===== src/hdl/mem_writer_params.svh =====
`ifndef MEM_WRITER_PARAMS_SVH
`define MEM_WRITER_PARAMS_SVH

`define MW_DATA_W      32
`define MW_ADDR_W      32
`define MW_BURST_LIMIT 16   // beats
`define MW_FIFO_DEPTH  32   // two full bursts of words
// idle cycles before a partial burst goes out
`define MW_ACCUM_LIMIT 64
`define MW_BOUND_BYTES 4096
`define MW_APB_ADDR_W  8

`endif

===== src/hdl/mem_writer_pkg.sv =====
`include "mem_writer_params.svh"

package mem_writer_pkg;

    typedef enum logic [1:0] {
        IDLE,
        ADDR,
        DATA,
        RESP
    } wr_state_e;

    typedef enum logic [`MW_APB_ADDR_W-1:0] {
        CTRL       = 8'h00,
        STATUS     = 8'h04,
        BASE       = 8'h08,
        HIGH       = 8'h0C,
        PORTION    = 8'h10,
        CUR_ADDR   = 8'h14,
        XFER_BYTES = 8'h18
    } reg_addr_e;

    typedef struct packed {
        logic                      psel;
        logic                      penable;
        logic                      pwrite;
        logic [`MW_APB_ADDR_W-1:0] paddr;
        logic [`MW_DATA_W-1:0]     pwdata;
    } apb_req_t;

    typedef struct packed {
        logic [`MW_ADDR_W-1:0] base;
        logic [`MW_ADDR_W-1:0] high;
        logic [31:0]           portion_words;   // bytes rounded up
    } mw_cfg_t;

    typedef struct packed {
        logic                  busy;
        logic                  done;            // single cycle
        logic [`MW_ADDR_W-1:0] cur_addr;
        logic [31:0]           xfer_bytes;
    } mw_stat_t;

    typedef struct packed {
        logic [`MW_ADDR_W-1:0] addr;
        logic [7:0]            len;             // beats minus one
    } burst_cmd_t;

endpackage


===== src/hdl/stream_mem_writer.sv =====
`timescale 1ns/10ps
`include "mem_writer_params.svh"

module stream_mem_writer (
    input  logic                      CLK,
    input  logic                      RESET,
    input  mem_writer_pkg::apb_req_t  apb,
    output logic [31:0]               prdata,
    output logic                      pready,
    output logic                      pslverr,
    input  logic [`MW_DATA_W-1:0]     s_tdata,
    input  logic                      s_tvalid,
    output logic                      s_tready,
    output logic [`MW_ADDR_W-1:0]     m_awaddr,
    output logic [7:0]                m_awlen,
    output logic [2:0]                m_awsize,
    output logic [1:0]                m_awburst,
    output logic                      m_awlock,
    output logic [3:0]                m_awcache,
    output logic [2:0]                m_awprot,
    output logic                      m_awvalid,
    input  logic                      m_awready,
    output logic [`MW_DATA_W-1:0]     m_wdata,
    output logic [`MW_DATA_W/8-1:0]   m_wstrb,
    output logic                      m_wlast,
    output logic                      m_wvalid,
    input  logic                      m_wready,
    input  logic [1:0]                m_bresp,
    input  logic                      m_bvalid,
    output logic                      m_bready,
    output logic                      irq
);
    import mem_writer_pkg::*;

    mw_cfg_t                         cfg;
    mw_stat_t                        stat;
    burst_cmd_t                      cmd;
    logic                            run;
    logic                            stop;
    logic                            cmd_valid;
    logic                            cmd_ready;
    logic                            burst_done;
    logic                            fifo_open;
    logic                            fifo_flush;
    logic                            pop;
    logic [$clog2(`MW_FIFO_DEPTH):0] fifo_count;
    logic [`MW_DATA_W-1:0]           fifo_head;

    apb_regs regs_i (
        .CLK(CLK), .RESET(RESET), .apb(apb), .prdata(prdata), .pready(pready),
        .pslverr(pslverr), .cfg(cfg), .run(run), .stop(stop), .stat(stat), .irq(irq)
    );

    stream_fifo fifo_i (
        .CLK(CLK), .RESET(RESET), .flush(fifo_flush), .open(fifo_open),
        .s_tdata(s_tdata), .s_tvalid(s_tvalid), .s_tready(s_tready),
        .head(fifo_head), .pop(pop), .count(fifo_count)
    );

    burst_planner planner_i (
        .CLK(CLK), .RESET(RESET), .cfg(cfg), .run(run), .stop(stop),
        .fifo_count(fifo_count), .cmd(cmd), .cmd_valid(cmd_valid), .cmd_ready(cmd_ready),
        .burst_done(burst_done), .stat(stat), .fifo_open(fifo_open), .fifo_flush(fifo_flush)
    );

    axi_write_engine engine_i (
        .CLK(CLK), .RESET(RESET), .cmd(cmd), .cmd_valid(cmd_valid), .cmd_ready(cmd_ready),
        .burst_done(burst_done), .fifo_head(fifo_head), .pop(pop),
        .m_awaddr(m_awaddr), .m_awlen(m_awlen), .m_awsize(m_awsize), .m_awburst(m_awburst),
        .m_awlock(m_awlock), .m_awcache(m_awcache), .m_awprot(m_awprot),
        .m_awvalid(m_awvalid), .m_awready(m_awready),
        .m_wdata(m_wdata), .m_wstrb(m_wstrb), .m_wlast(m_wlast), .m_wvalid(m_wvalid),
        .m_wready(m_wready), .m_bresp(m_bresp), .m_bvalid(m_bvalid), .m_bready(m_bready)
    );

endmodule


===== src/hdl/axi_write_engine.sv =====
`timescale 1ns/10ps
`include "mem_writer_params.svh"

module axi_write_engine (
    input  logic                         CLK,
    input  logic                         RESET,
    input  mem_writer_pkg::burst_cmd_t   cmd,
    input  logic                         cmd_valid,
    output logic                         cmd_ready,
    output logic                         burst_done,
    input  logic [`MW_DATA_W-1:0]        fifo_head,
    output logic                         pop,
    output logic [`MW_ADDR_W-1:0]        m_awaddr,
    output logic [7:0]                   m_awlen,
    output logic [2:0]                   m_awsize,
    output logic [1:0]                   m_awburst,
    output logic                         m_awlock,
    output logic [3:0]                   m_awcache,
    output logic [2:0]                   m_awprot,
    output logic                         m_awvalid,
    input  logic                         m_awready,
    output logic [`MW_DATA_W-1:0]        m_wdata,
    output logic [`MW_DATA_W/8-1:0]      m_wstrb,
    output logic                         m_wlast,
    output logic                         m_wvalid,
    input  logic                         m_wready,
    input  logic [1:0]                   m_bresp,
    input  logic                         m_bvalid,
    output logic                         m_bready
);
    import mem_writer_pkg::*;

    wr_state_e  state;
    logic [7:0] beat;

    assign cmd_ready  = state == IDLE;
    assign m_awvalid  = state == ADDR;
    assign m_wvalid   = state == DATA;
    assign m_bready   = state == RESP;
    assign m_wlast    = m_wvalid && beat == m_awlen;
    assign m_wdata    = fifo_head;
    assign pop        = m_wvalid && m_wready;   // one word per beat
    assign burst_done = m_bvalid && m_bready;

    assign m_awsize  = 3'($clog2(`MW_DATA_W / 8));
    assign m_awburst = 2'b01;   // incr
    assign m_awlock  = 1'b0;
    assign m_awcache = '0;
    assign m_awprot  = '0;
    assign m_wstrb   = '1;

    always_ff @(posedge CLK) begin
        if (RESET) begin
            state <= IDLE;
            beat  <= '0;
        end else begin
            case (state)
                IDLE: if (cmd_valid) state <= ADDR;
                ADDR: if (m_awready) state <= DATA;
                DATA: if (m_wready && m_wlast) state <= RESP;
                RESP: if (m_bvalid) state <= IDLE;
                default: state <= IDLE;
            endcase
            if (state != DATA) beat <= '0;
            else if (m_wready) beat <= beat + 1'b1;
        end
    end

    always_ff @(posedge CLK) begin
        if (cmd_valid && cmd_ready) begin
            m_awaddr <= cmd.addr;
            m_awlen  <= cmd.len;
        end
    end

    assert property (@(posedge CLK) disable iff (RESET)
        m_awvalid |-> m_awlen <= 8'(`MW_BURST_LIMIT - 1));

    assert property (@(posedge CLK) disable iff (RESET)
        m_awvalid && !m_awready |=> m_awvalid && $stable(m_awaddr) && $stable(m_awlen));

    // slave is expected to answer OKAY
    assert property (@(posedge CLK) disable iff (RESET)
        burst_done |-> m_bresp == 2'b00);

endmodule


===== src/hdl/burst_planner.sv =====
`timescale 1ns/10ps
`include "mem_writer_params.svh"

module burst_planner (
    input  logic                            CLK,
    input  logic                            RESET,
    input  mem_writer_pkg::mw_cfg_t         cfg,
    input  logic                            run,
    input  logic                            stop,
    input  logic [$clog2(`MW_FIFO_DEPTH):0] fifo_count,
    output mem_writer_pkg::burst_cmd_t      cmd,
    output logic                            cmd_valid,
    input  logic                            cmd_ready,
    input  logic                            burst_done,
    output mem_writer_pkg::mw_stat_t        stat,
    output logic                            fifo_open,
    output logic                            fifo_flush
);

    localparam int                    WORD_SHIFT = $clog2(`MW_DATA_W / 8);
    localparam int                    BOUND_BITS = $clog2(`MW_BOUND_BYTES);
    localparam int                    TIMER_W    = $clog2(`MW_ACCUM_LIMIT + 1);
    localparam logic [BOUND_BITS:0]   BOUND      = `MW_BOUND_BYTES;
    localparam logic [TIMER_W-1:0]    ACCUM      = `MW_ACCUM_LIMIT;

    logic                            busy;
    logic                            pending;   // command raised or burst on the bus
    logic                            stop_pending;
    logic [`MW_ADDR_W-1:0]           ptr;
    logic [31:0]                     remaining;
    logic [31:0]                     xfer_bytes;
    logic [TIMER_W-1:0]              timer;
    logic [$clog2(`MW_FIFO_DEPTH):0] last_count;
    logic [BOUND_BITS:0]             bytes_to_bound;
    logic [31:0]                     bound_words;
    logic [31:0]                     need;
    logic [31:0]                     take;
    logic [8:0]                      beats;
    logic [`MW_ADDR_W-1:0]           ptr_next;
    logic [31:0]                     rem_after;
    logic                            timed_out;
    logic                            launch;
    logic                            finish;

    assign bytes_to_bound = BOUND - {1'b0, ptr[BOUND_BITS-1:0]};
    assign bound_words    = 32'(bytes_to_bound[BOUND_BITS:WORD_SHIFT]);
    assign beats          = {1'b0, cmd.len} + 9'd1;
    assign ptr_next       = ptr + (`MW_ADDR_W'(beats) << WORD_SHIFT);
    assign rem_after      = remaining - 32'(beats);
    assign timed_out      = timer == ACCUM && fifo_count != 0;

    // smallest of burst limit, words left, words to boundary, fifo fill
    always_comb begin
        need = `MW_BURST_LIMIT;
        if (remaining < need) need = remaining;
        if (bound_words < need) need = bound_words;
        take = need;
        if (32'(fifo_count) < take) take = 32'(fifo_count);
    end

    assign launch = busy && !pending && !stop_pending && !stop && remaining != 0 &&
                    (32'(fifo_count) >= need || timed_out);
    assign finish = busy && ((burst_done && (rem_after == 0 || stop_pending)) ||
                             (stop_pending && !pending));

    always_ff @(posedge CLK) begin
        if (RESET) begin
            busy         <= 1'b0;
            pending      <= 1'b0;
            stop_pending <= 1'b0;
            cmd_valid    <= 1'b0;
            timer        <= '0;
        end else begin
            if (!busy && run) busy <= 1'b1;
            else if (finish) busy <= 1'b0;
            if (finish || !busy) stop_pending <= 1'b0;
            else if (stop) stop_pending <= 1'b1;
            if (launch) pending <= 1'b1;
            else if (burst_done) pending <= 1'b0;
            if (launch) cmd_valid <= 1'b1;
            else if (cmd_ready) cmd_valid <= 1'b0;
            // restarts whenever the fifo level moves
            if (!busy || pending || fifo_count == 0 || fifo_count != last_count) timer <= '0;
            else if (timer != ACCUM) timer <= timer + 1'b1;
        end
    end

    always_ff @(posedge CLK) begin
        if (RESET) begin
            ptr        <= '0;
            remaining  <= '0;
            xfer_bytes <= '0;
        end else if (!busy && run) begin
            remaining  <= cfg.portion_words;
            xfer_bytes <= '0;
            if (ptr < cfg.base || ptr >= cfg.high) ptr <= cfg.base;  // outside the ring
        end else if (burst_done) begin
            remaining  <= rem_after;
            xfer_bytes <= xfer_bytes + (32'(beats) << WORD_SHIFT);
            if (finish && ptr_next >= cfg.high) ptr <= cfg.base;
            else ptr <= ptr_next;
        end
    end

    always_ff @(posedge CLK) begin
        last_count <= fifo_count;
        if (launch) begin
            cmd.addr <= ptr;
            cmd.len  <= 8'(take - 1);
        end
    end

    assign stat.busy       = busy;
    assign stat.done       = finish;
    assign stat.cur_addr   = ptr;
    assign stat.xfer_bytes = xfer_bytes;
    assign fifo_open       = busy;
    assign fifo_flush      = finish && stop_pending;   // drop words left after a stop

    assert property (@(posedge CLK) disable iff (RESET)
        cmd_valid && cmd_ready |->
            int'(cmd.addr[BOUND_BITS-1:0]) + (int'(beats) << WORD_SHIFT) <= `MW_BOUND_BYTES);

endmodule


===== src/hdl/stream_fifo.sv =====
`timescale 1ns/10ps
`include "mem_writer_params.svh"

module stream_fifo (
    input  logic                            CLK,
    input  logic                            RESET,
    input  logic                            flush,
    input  logic                            open,
    input  logic [`MW_DATA_W-1:0]           s_tdata,
    input  logic                            s_tvalid,
    output logic                            s_tready,
    output logic [`MW_DATA_W-1:0]           head,
    input  logic                            pop,
    output logic [$clog2(`MW_FIFO_DEPTH):0] count
);

    localparam int            PTR_W = $clog2(`MW_FIFO_DEPTH);
    localparam logic [PTR_W:0] FULL = `MW_FIFO_DEPTH;

    logic [`MW_DATA_W-1:0] mem [`MW_FIFO_DEPTH];
    logic [PTR_W-1:0]      wr_ptr;
    logic [PTR_W-1:0]      rd_ptr;
    logic                  push;

    assign s_tready = open && count != FULL;
    assign push     = s_tvalid && s_tready;
    assign head     = mem[rd_ptr];   // first word falls through

    always_ff @(posedge CLK) begin
        if (push) mem[wr_ptr] <= s_tdata;
    end

    always_ff @(posedge CLK) begin
        if (RESET || flush) begin
            wr_ptr <= '0;
            rd_ptr <= '0;
            count  <= '0;
        end else begin
            if (push) wr_ptr <= wr_ptr + 1'b1;
            if (pop) rd_ptr <= rd_ptr + 1'b1;
            case ({push, pop})
                2'b10:   count <= count + 1'b1;
                2'b01:   count <= count - 1'b1;
                default: count <= count;
            endcase
        end
    end

    // engine never reads beyond what the planner saw
    assert property (@(posedge CLK) disable iff (RESET)
        pop |-> count != 0);

endmodule


===== src/hdl/apb_regs.sv =====
`timescale 1ns/10ps
`include "mem_writer_params.svh"

module apb_regs (
    input  logic                      CLK,
    input  logic                      RESET,
    input  mem_writer_pkg::apb_req_t  apb,
    output logic [31:0]               prdata,
    output logic                      pready,
    output logic                      pslverr,
    output mem_writer_pkg::mw_cfg_t   cfg,
    output logic                      run,
    output logic                      stop,
    input  mem_writer_pkg::mw_stat_t  stat,
    output logic                      irq
);
    import mem_writer_pkg::*;

    localparam int WORD_SHIFT = $clog2(`MW_DATA_W / 8);

    reg_addr_e   addr;
    logic        wr_en;
    logic        unmapped;
    logic        done_r;
    logic [31:0] portion_bytes;

    assign addr    = reg_addr_e'(apb.paddr);
    assign wr_en   = apb.psel && apb.penable && apb.pwrite;
    assign pready  = 1'b1;   // no wait states
    assign pslverr = apb.psel && apb.penable && unmapped;
    assign irq     = done_r;

    always_comb begin
        prdata   = '0;
        unmapped = 1'b0;
        case (addr)
            CTRL:       ;                       // write only
            STATUS:     prdata = {30'd0, done_r, stat.busy};
            BASE:       prdata = cfg.base;
            HIGH:       prdata = cfg.high;
            PORTION:    prdata = portion_bytes;
            CUR_ADDR:   prdata = stat.cur_addr;
            XFER_BYTES: prdata = stat.xfer_bytes;
            default:    unmapped = 1'b1;
        endcase
    end

    // run/stop pulse the cycle after the access
    always_ff @(posedge CLK) begin
        if (RESET) begin
            run  <= 1'b0;
            stop <= 1'b0;
        end else begin
            run  <= wr_en && addr == CTRL && apb.pwdata[0];
            stop <= wr_en && addr == CTRL && apb.pwdata[1];
        end
    end

    always_ff @(posedge CLK) begin
        if (RESET) begin
            cfg           <= '0;
            portion_bytes <= '0;
        end else if (wr_en) begin
            case (addr)
                BASE: cfg.base <= apb.pwdata;
                HIGH: cfg.high <= apb.pwdata;
                PORTION: begin
                    portion_bytes     <= apb.pwdata;
                    cfg.portion_words <= (apb.pwdata >> WORD_SHIFT) +
                                         32'(apb.pwdata[WORD_SHIFT-1:0] != 0);
                end
                default: ;
            endcase
        end
    end

    always_ff @(posedge CLK) begin
        if (RESET) done_r <= 1'b0;
        else if (stat.done) done_r <= 1'b1;     // set wins over clear
        else if (wr_en && addr == STATUS && apb.pwdata[1]) done_r <= 1'b0;
    end

    // access phase must follow a setup phase
    assert property (@(posedge CLK) disable iff (RESET)
        apb.penable |-> apb.psel && $past(apb.psel));

endmodule


===== config.mk =====
export PLATFORM = sky130hd
export DESIGN_NAME = stream_mem_writer
export DESIGN_NICKNAME = d
export VERILOG_FILES = /design/src/hdl/mem_writer_pkg.sv /design/src/hdl/stream_mem_writer.sv /design/src/hdl/axi_write_engine.sv /design/src/hdl/burst_planner.sv /design/src/hdl/stream_fifo.sv /design/src/hdl/apb_regs.sv
export VERILOG_INCLUDE_DIRS = /design/src /design/src/hdl
export SDC_FILE = /design/constraint.sdc
export NUM_CORES = 2
export LEC_CHECK = 0
export ABC_AREA = 1
export BUFFER_PORTS_ARGS = -buffer_cell sky130_fd_sc_hd__buf_2
export CORE_MARGIN = 2
export CORE_UTILIZATION = 60
export DETAILED_ROUTE_END_ITERATION = 8
export PLACE_DENSITY = 0.75
export SETUP_SLACK_MARGIN = 0.15
export SLEW_MARGIN = 20
export SYNTH_ARGS = -nofsm -noshare
export SYNTH_HDL_FRONTEND = slang
export SYNTH_SLANG_ARGS = --single-unit
export TNS_END_PERCENT = 1

===== constraint.sdc =====
create_clock -name CLK -period 8.34 [get_ports CLK]
set_clock_uncertainty 0.15 [all_clocks]
set_input_delay 2.085 -clock CLK [delete_from_list [all_inputs] [get_ports CLK]]
set_output_delay 2.085 -clock CLK [all_outputs]
set_load 0.1 [all_outputs]

Yosys cells after proc, flatten, opt, wreduce, memory -nomap -nowiden
Memories as Yosys holds them, arrays and structs flattened. A register that Yosys moved wholly into a read port is not among the register bits.
Cells that the tools add are included.

storage, ports and cells
  register bits = 350
  memories = 1
  input bits = 83
  memory bits (writable) = 1024
  output and inout port bits = 129
  logic and storage cells = 160

operators by class
  muxes and demuxes = 29
  $lt $le $gt $ge = 7
  add/sub/neg operators = 13
  reductions and logical operators = 63
  equality and inequality tests = 22

memory list
  memory      depth  bits a word  read ports  clocked after memory_dff  write ports  RTL line           RTL
  fifo_i.mem  32     32           1           1                         1            stream_fifo.sv:20  logic [`MW_DATA_W-1:0] mem [`MW_FIFO_DEPTH];

operators with widths
  kind                    count
  $mux 32                 8
  $pmux 32 s6             1
  $add 32x11->32          2
  $ge 32x32->1            2
  $ge 6x32->1             1
  $logic_not 32->1        1
  $lt 11x32->1            1
  $lt 32x32->1            1
  $lt 32x5->1 const B     1
  $lt 6x32->1             1
  $reduce_bool 32->1      1
  $sub 32x9->32           1
  $add 30x1->31           1
  $logic_and 1x1->1       27
  $eq 8x5->1 const B      3
  $eq 8x4->1 const B      2
  $reduce_bool 2->1       7
  $sub 13x12->13 const A  1
  $pmux 6 s2              1
  $mux 1                  11
  $add 5x1->5 const B     2
  $mux 5                  2
  $ne 2x2->1 const B      5
  $add 8x1->9 const B     1
  other kinds (27)        50

Logic depth before layout (Yosys ltp)
  word-level depth = 11
  mapped depth = 41
  gate-level depth less buffers = 41

Hierarchy
From an unflattened synthesis, not the netlist that was laid out.

second synthesis, totals
  cell total of the unflattened synthesis = 6481
  area, all modules = 63158.1 µm²

modules (own cells, without submodules)
  module            cells an instance  sequential area each (µm²)  area an instance (µm²)  instances
  stream_fifo       3532               31169.9                     42442.0                 1
  burst_planner     1616               3423.3                      11522.3                 1
  apb_regs          1134               2602.5                      6927.9                  1
  axi_write_engine  199                1401.3                      2265.9                  1

Worst setup path before layout
Ideal clock, no wire load.

  kind = input port to output port
  start point = in apb[33] in the netlist's numbering
  end point = out pslverr
  buffers on the path = 1
  stages on the path = 7
  setup slack = 0.319 ns
  required time = 6.105 ns
  arrival = 5.786 ns
  cells stage by stage = nor2_1 inv_1 nor3_1 nand2_1 clkbuf_1 nand4_1 nor4_1

between the ends
  cells in the longest elaborated chain, start to end = 4
  elaborated cells on any way between the ends = 10
  classes of those cells = eq/ne (6); mux (1); reduce/logical (3)

ends and longest elaborated chain
  element                                   RTL line                 RTL
  from (decl)                               stream_mem_writer.sv:7   input mem_writer_pkg::apb_req_t apb,
  $eq 8x5->1, or another cell as far along  apb_regs.sv:36           case (addr)
  $reduce_or 7->1 (no line) *               n/a
  $mux 1 *                                  apb_regs.sv:36
  $logic_and 1x1->1 *                       apb_regs.sv:30           assign pslverr = apb.psel && apb.penable && unmapped;
  to (decl)                                 stream_mem_writer.sv:10  output logic pslverr,

Mark *: on every way between the ends. The rest lies on a longest branch, timed or not.

Final worst setup path
  start point = in apb[39] in the netlist's numbering
  end point = out prdata[13]

between the ends
  cells in the longest elaborated chain, start to end = 2
  elaborated cells on any way between the ends = 7
  classes of those cells = eq/ne (6); mux (1)

ends and longest elaborated chain
  element                                   RTL line                RTL
  $eq 8x5->1, or another cell as far along  apb_regs.sv:36
  $pmux 32 s6 *                             apb_regs.sv:36
  to (decl)                                 stream_mem_writer.sv:8  output logic [31:0] prdata,

Marks and branches as above.

==> reports/results.ini <==
[finish]
fin_nets = 5791
post_layout_nonfiller_instances = 6954
syn2layout_area_growth_pct = 11.2
drive_gt1_share_pct = 10.0

[timing]
drv_slew = 0
post-route-min-period_ns = 7.59
hold_viol = 0
grt_setup_unrepaired = no
finalSetupViolCount = 0
tightest_slew_ns = 1.08
period_share_pct = 91.0
tns_ns = 0
max_freq_ghz = 0.132
maxSlewHeadroom_pct = 27.8

[clock_tree]
cts_resized = 0
clock-root-buffer = clkbuf_16
clk_latency_ns = 0.76
clockBufferDepth = 3
cts.htree.levels = 4
cts_hold_buf = 0
numCtsBuffers = 141
cts_tree = done
post-cts-setup-buffer-count = 0
clk_pin_slew_ns = 0.06
cts_sinks = 1376

[synthesis]
netlist_area_sq_um = 59800
yosys-top-cells-area = edfxtp_1, dfxtp_1, o21ai_0
ys_async_sr_fraction_pct = 0
synth_top_cell_by_area = edfxtp_1
yosys.area.top_type_share_pct = 55.4
synthTopCellsByCount = edfxtp_1, nor2_1, o21ai_0, nand2_1, inv_1
synth-main-ff-cell = edfxtp_1
ys_seq_area_share_pct = 64.5
yosysMostFrequentCell = edfxtp_1
yosysWarnings = 0
synth_edf_count = 1104
synth.distinct_cells = 62
postSynthCellCount = 5445
ys_ff_latch = 1376
syn_avg_cell_area_sq_um = 11.0

[run]
maxCapViolations = 0

[routing]
ant_nets = 0
drc = 0
drt-wirelength-per-cell_um = 23.8
vias = 44100
drtIter0Drc = 6234
drtPass1Iterations = 8
via_per_inst = 6.35
drt_wl_total_um = 166000

[power]
p_leak_nw = 23.4
ir_drop_mv = 0.230
p_per_area_nw_per_um2 = 237

[grt]
grt_pass1_wl_um = 249000
use_met2_pct = 48.6
met1_usage_pct = 44.8
track_usage_pct = 32.1
met3_usage_pct = 6.38
antenna_found_initial = 18
grt_pass1_vias = 41700
grt_busiest_layer = met2
grt_max_degree = 217
overflow = 0

[floorplanning]
core_sq_um = 98600
die_h_um = 320
ioPinCount = 212
die_area_sq_um = 102000
rows = 115
initial_core_util_pct = 60.7
die_width_um = 320

[worst_setup_path]
critPathSlowestCell = o21ai_0
cpPeakStageDelay_ns = 0.79
worstSetupEndpointType = output pin
path_class = primary input to output pin
crit_path_cell_trace = buf_2 > nor2_1 > inv_1 > nor3_1 > inv_1 > nor4_2 > buf_4 > clkinv_1 > o21ai_0 > buf_2
startpoint_type = primary input
crit_required_ns = 6.11
path_max_fanout = 28
cp.arrival_ns = 5.36

[run_status]
outcome = completed

[placed_design]
port_buffers = 191
dp_hpwl_um = 93700
dp_cells = 6690
place_congestion = 0.968

[hold_path]
hp-class = flip-flop to flip-flop

layer usage:
metal,share of wire (%),vias to the layer above
li1,-,19900
met1,39,21000
met2,45,2739
met3,12,477
met4,4.5,8
met5,0.033,-
final timing paths:
check | cells past startpoint | start | end | slack, ns
setup reg to reg | 31 | planner_i.cmd[0]$_DFFE_PP_ | planner_i.ptr[10]$_SDFFE_PP0P_ | 1.24
setup / recovery | 10 | apb[39] | prdata[13] | 0.75
hold / removal | 0 | fifo_i.count[0]$_SDFFE_PP0P_ | planner_i.last_count[0]$_DFF_P_ | 0.24
hold reg to reg | 0 | fifo_i.count[0]$_SDFFE_PP0P_ | planner_i.last_count[0]$_DFF_P_ | 0.24
layout make-up:
cell class	instances	area [sq um]
Fill cell	7065	32000
Tap cell	1287	1610
Multi-Input combinational cell	3388	18900
Timing Repair Buffer	269	1630
Clock inverter	78	579
Sequential cell	1376	38600
Antenna cell	7	17.5
Clock buffer	178	3840
Inverter	371	1410
logic make-up (layout without fill, tap and decap cells):
logic type	after synthesis	in the layout	share of synthesized area, %
flops	1376	1376	64.5
simple gates	1613	1613	11.2
compound gates	1493	1493	14.8
fa+ha+maj	161	161	3.42
other cells	2	31	0.0126
buf+inv	703	896	4.57
xor+xnor	97	97	1.42
per-stage QoR:
step	utilization [%]	total power [mW]	instance area (sq um)	setup slack [ns]	hold slack, ns
6_report	67.5	15.8	66600	0.749	0.243
5_1_grt	67.5	16.3	66600	0.628	0.250
4_1_cts	67.5	15.8	66500	0.854	0.242
3_5_place_dp	63.0	9.83	62100	0.857	0.227
3_3_place_gp	63.0	9.76	62100	0.871	0.223
2_1_floorplan	-	9.28	59900	0.319	0.214
where the power goes:
part           internal [mW]  switching, mW  leakage, nW
Clock                   3.40           2.64         2.15
Sequential              7.46         0.0916         12.1
Combinational          0.614           1.56         9.13
Total                   11.5           4.29         23.4
flip-flops by register name (all words and copies together) (netlist names), 7 cells and up, named ones only:
signal                cells
planner_i.ptr            32
regs_i.portion_bytes     32
planner_i.xfer_bytes     30
engine_i.m_awlen          8
engine_i.beat             8
planner_i.remaining      32
planner_i.cmd            40
engine_i.m_awaddr        32
regs_i.cfg               95
fifo_i.mem             1024
planner_i.timer           7
cell usage in the layout, fill, tap and decap left out, types with 10 or more instances in the layout:
| cell | synthesis | final |
|---|---|---|
| edfxtp_1 | 1104 | 1104 |
| nor2_1 | 837 | 800 |
| o21ai_0 | 753 | 753 |
| nand2_1 | 420 | 419 |
| inv_1 | 354 | 350 |
| dfxtp_1 | 272 | 268 |
| a21oi_1 | 244 | 244 |
| o221ai_1 | 203 | 203 |
| buf_2 | 3 | 191 |
| nand3_1 | 190 | 189 |
| ha_1 | 157 | 157 |
| clkbuf_16 | 0 | 146 |
| o22ai_1 | 88 | 88 |
| a31oi_1 | 76 | 76 |
| xor2_1 | 72 | 72 |
| buf_4 | 19 | 71 |
| nor3_1 | 63 | 63 |
| nor2_4 | 5 | 40 |
| clkinv_1 | 6 | 40 |
| a221oi_1 | 32 | 32 |
| a32oi_1 | 31 | 31 |
| nand4_1 | 30 | 30 |
| xnor2_1 | 25 | 25 |
| clkbuf_1 | 295 | 25 |
| conb_1 | 2 | 24 |
| a211oi_1 | 23 | 23 |
| clkinv_2 | 0 | 19 |
| nor4_1 | 18 | 18 |
| inv_2 | 11 | 13 |
| nand2_2 | 9 | 10 |
worst max-delay path: cells and delay by family:
kind	cells	cell delay, ns
buffers and inverters	6	1.77
and+or+nand+nor	3	0.71
AOI/OAI and AO/OA	1	0.79
Note: power is estimated with default switching activity, not from simulation.
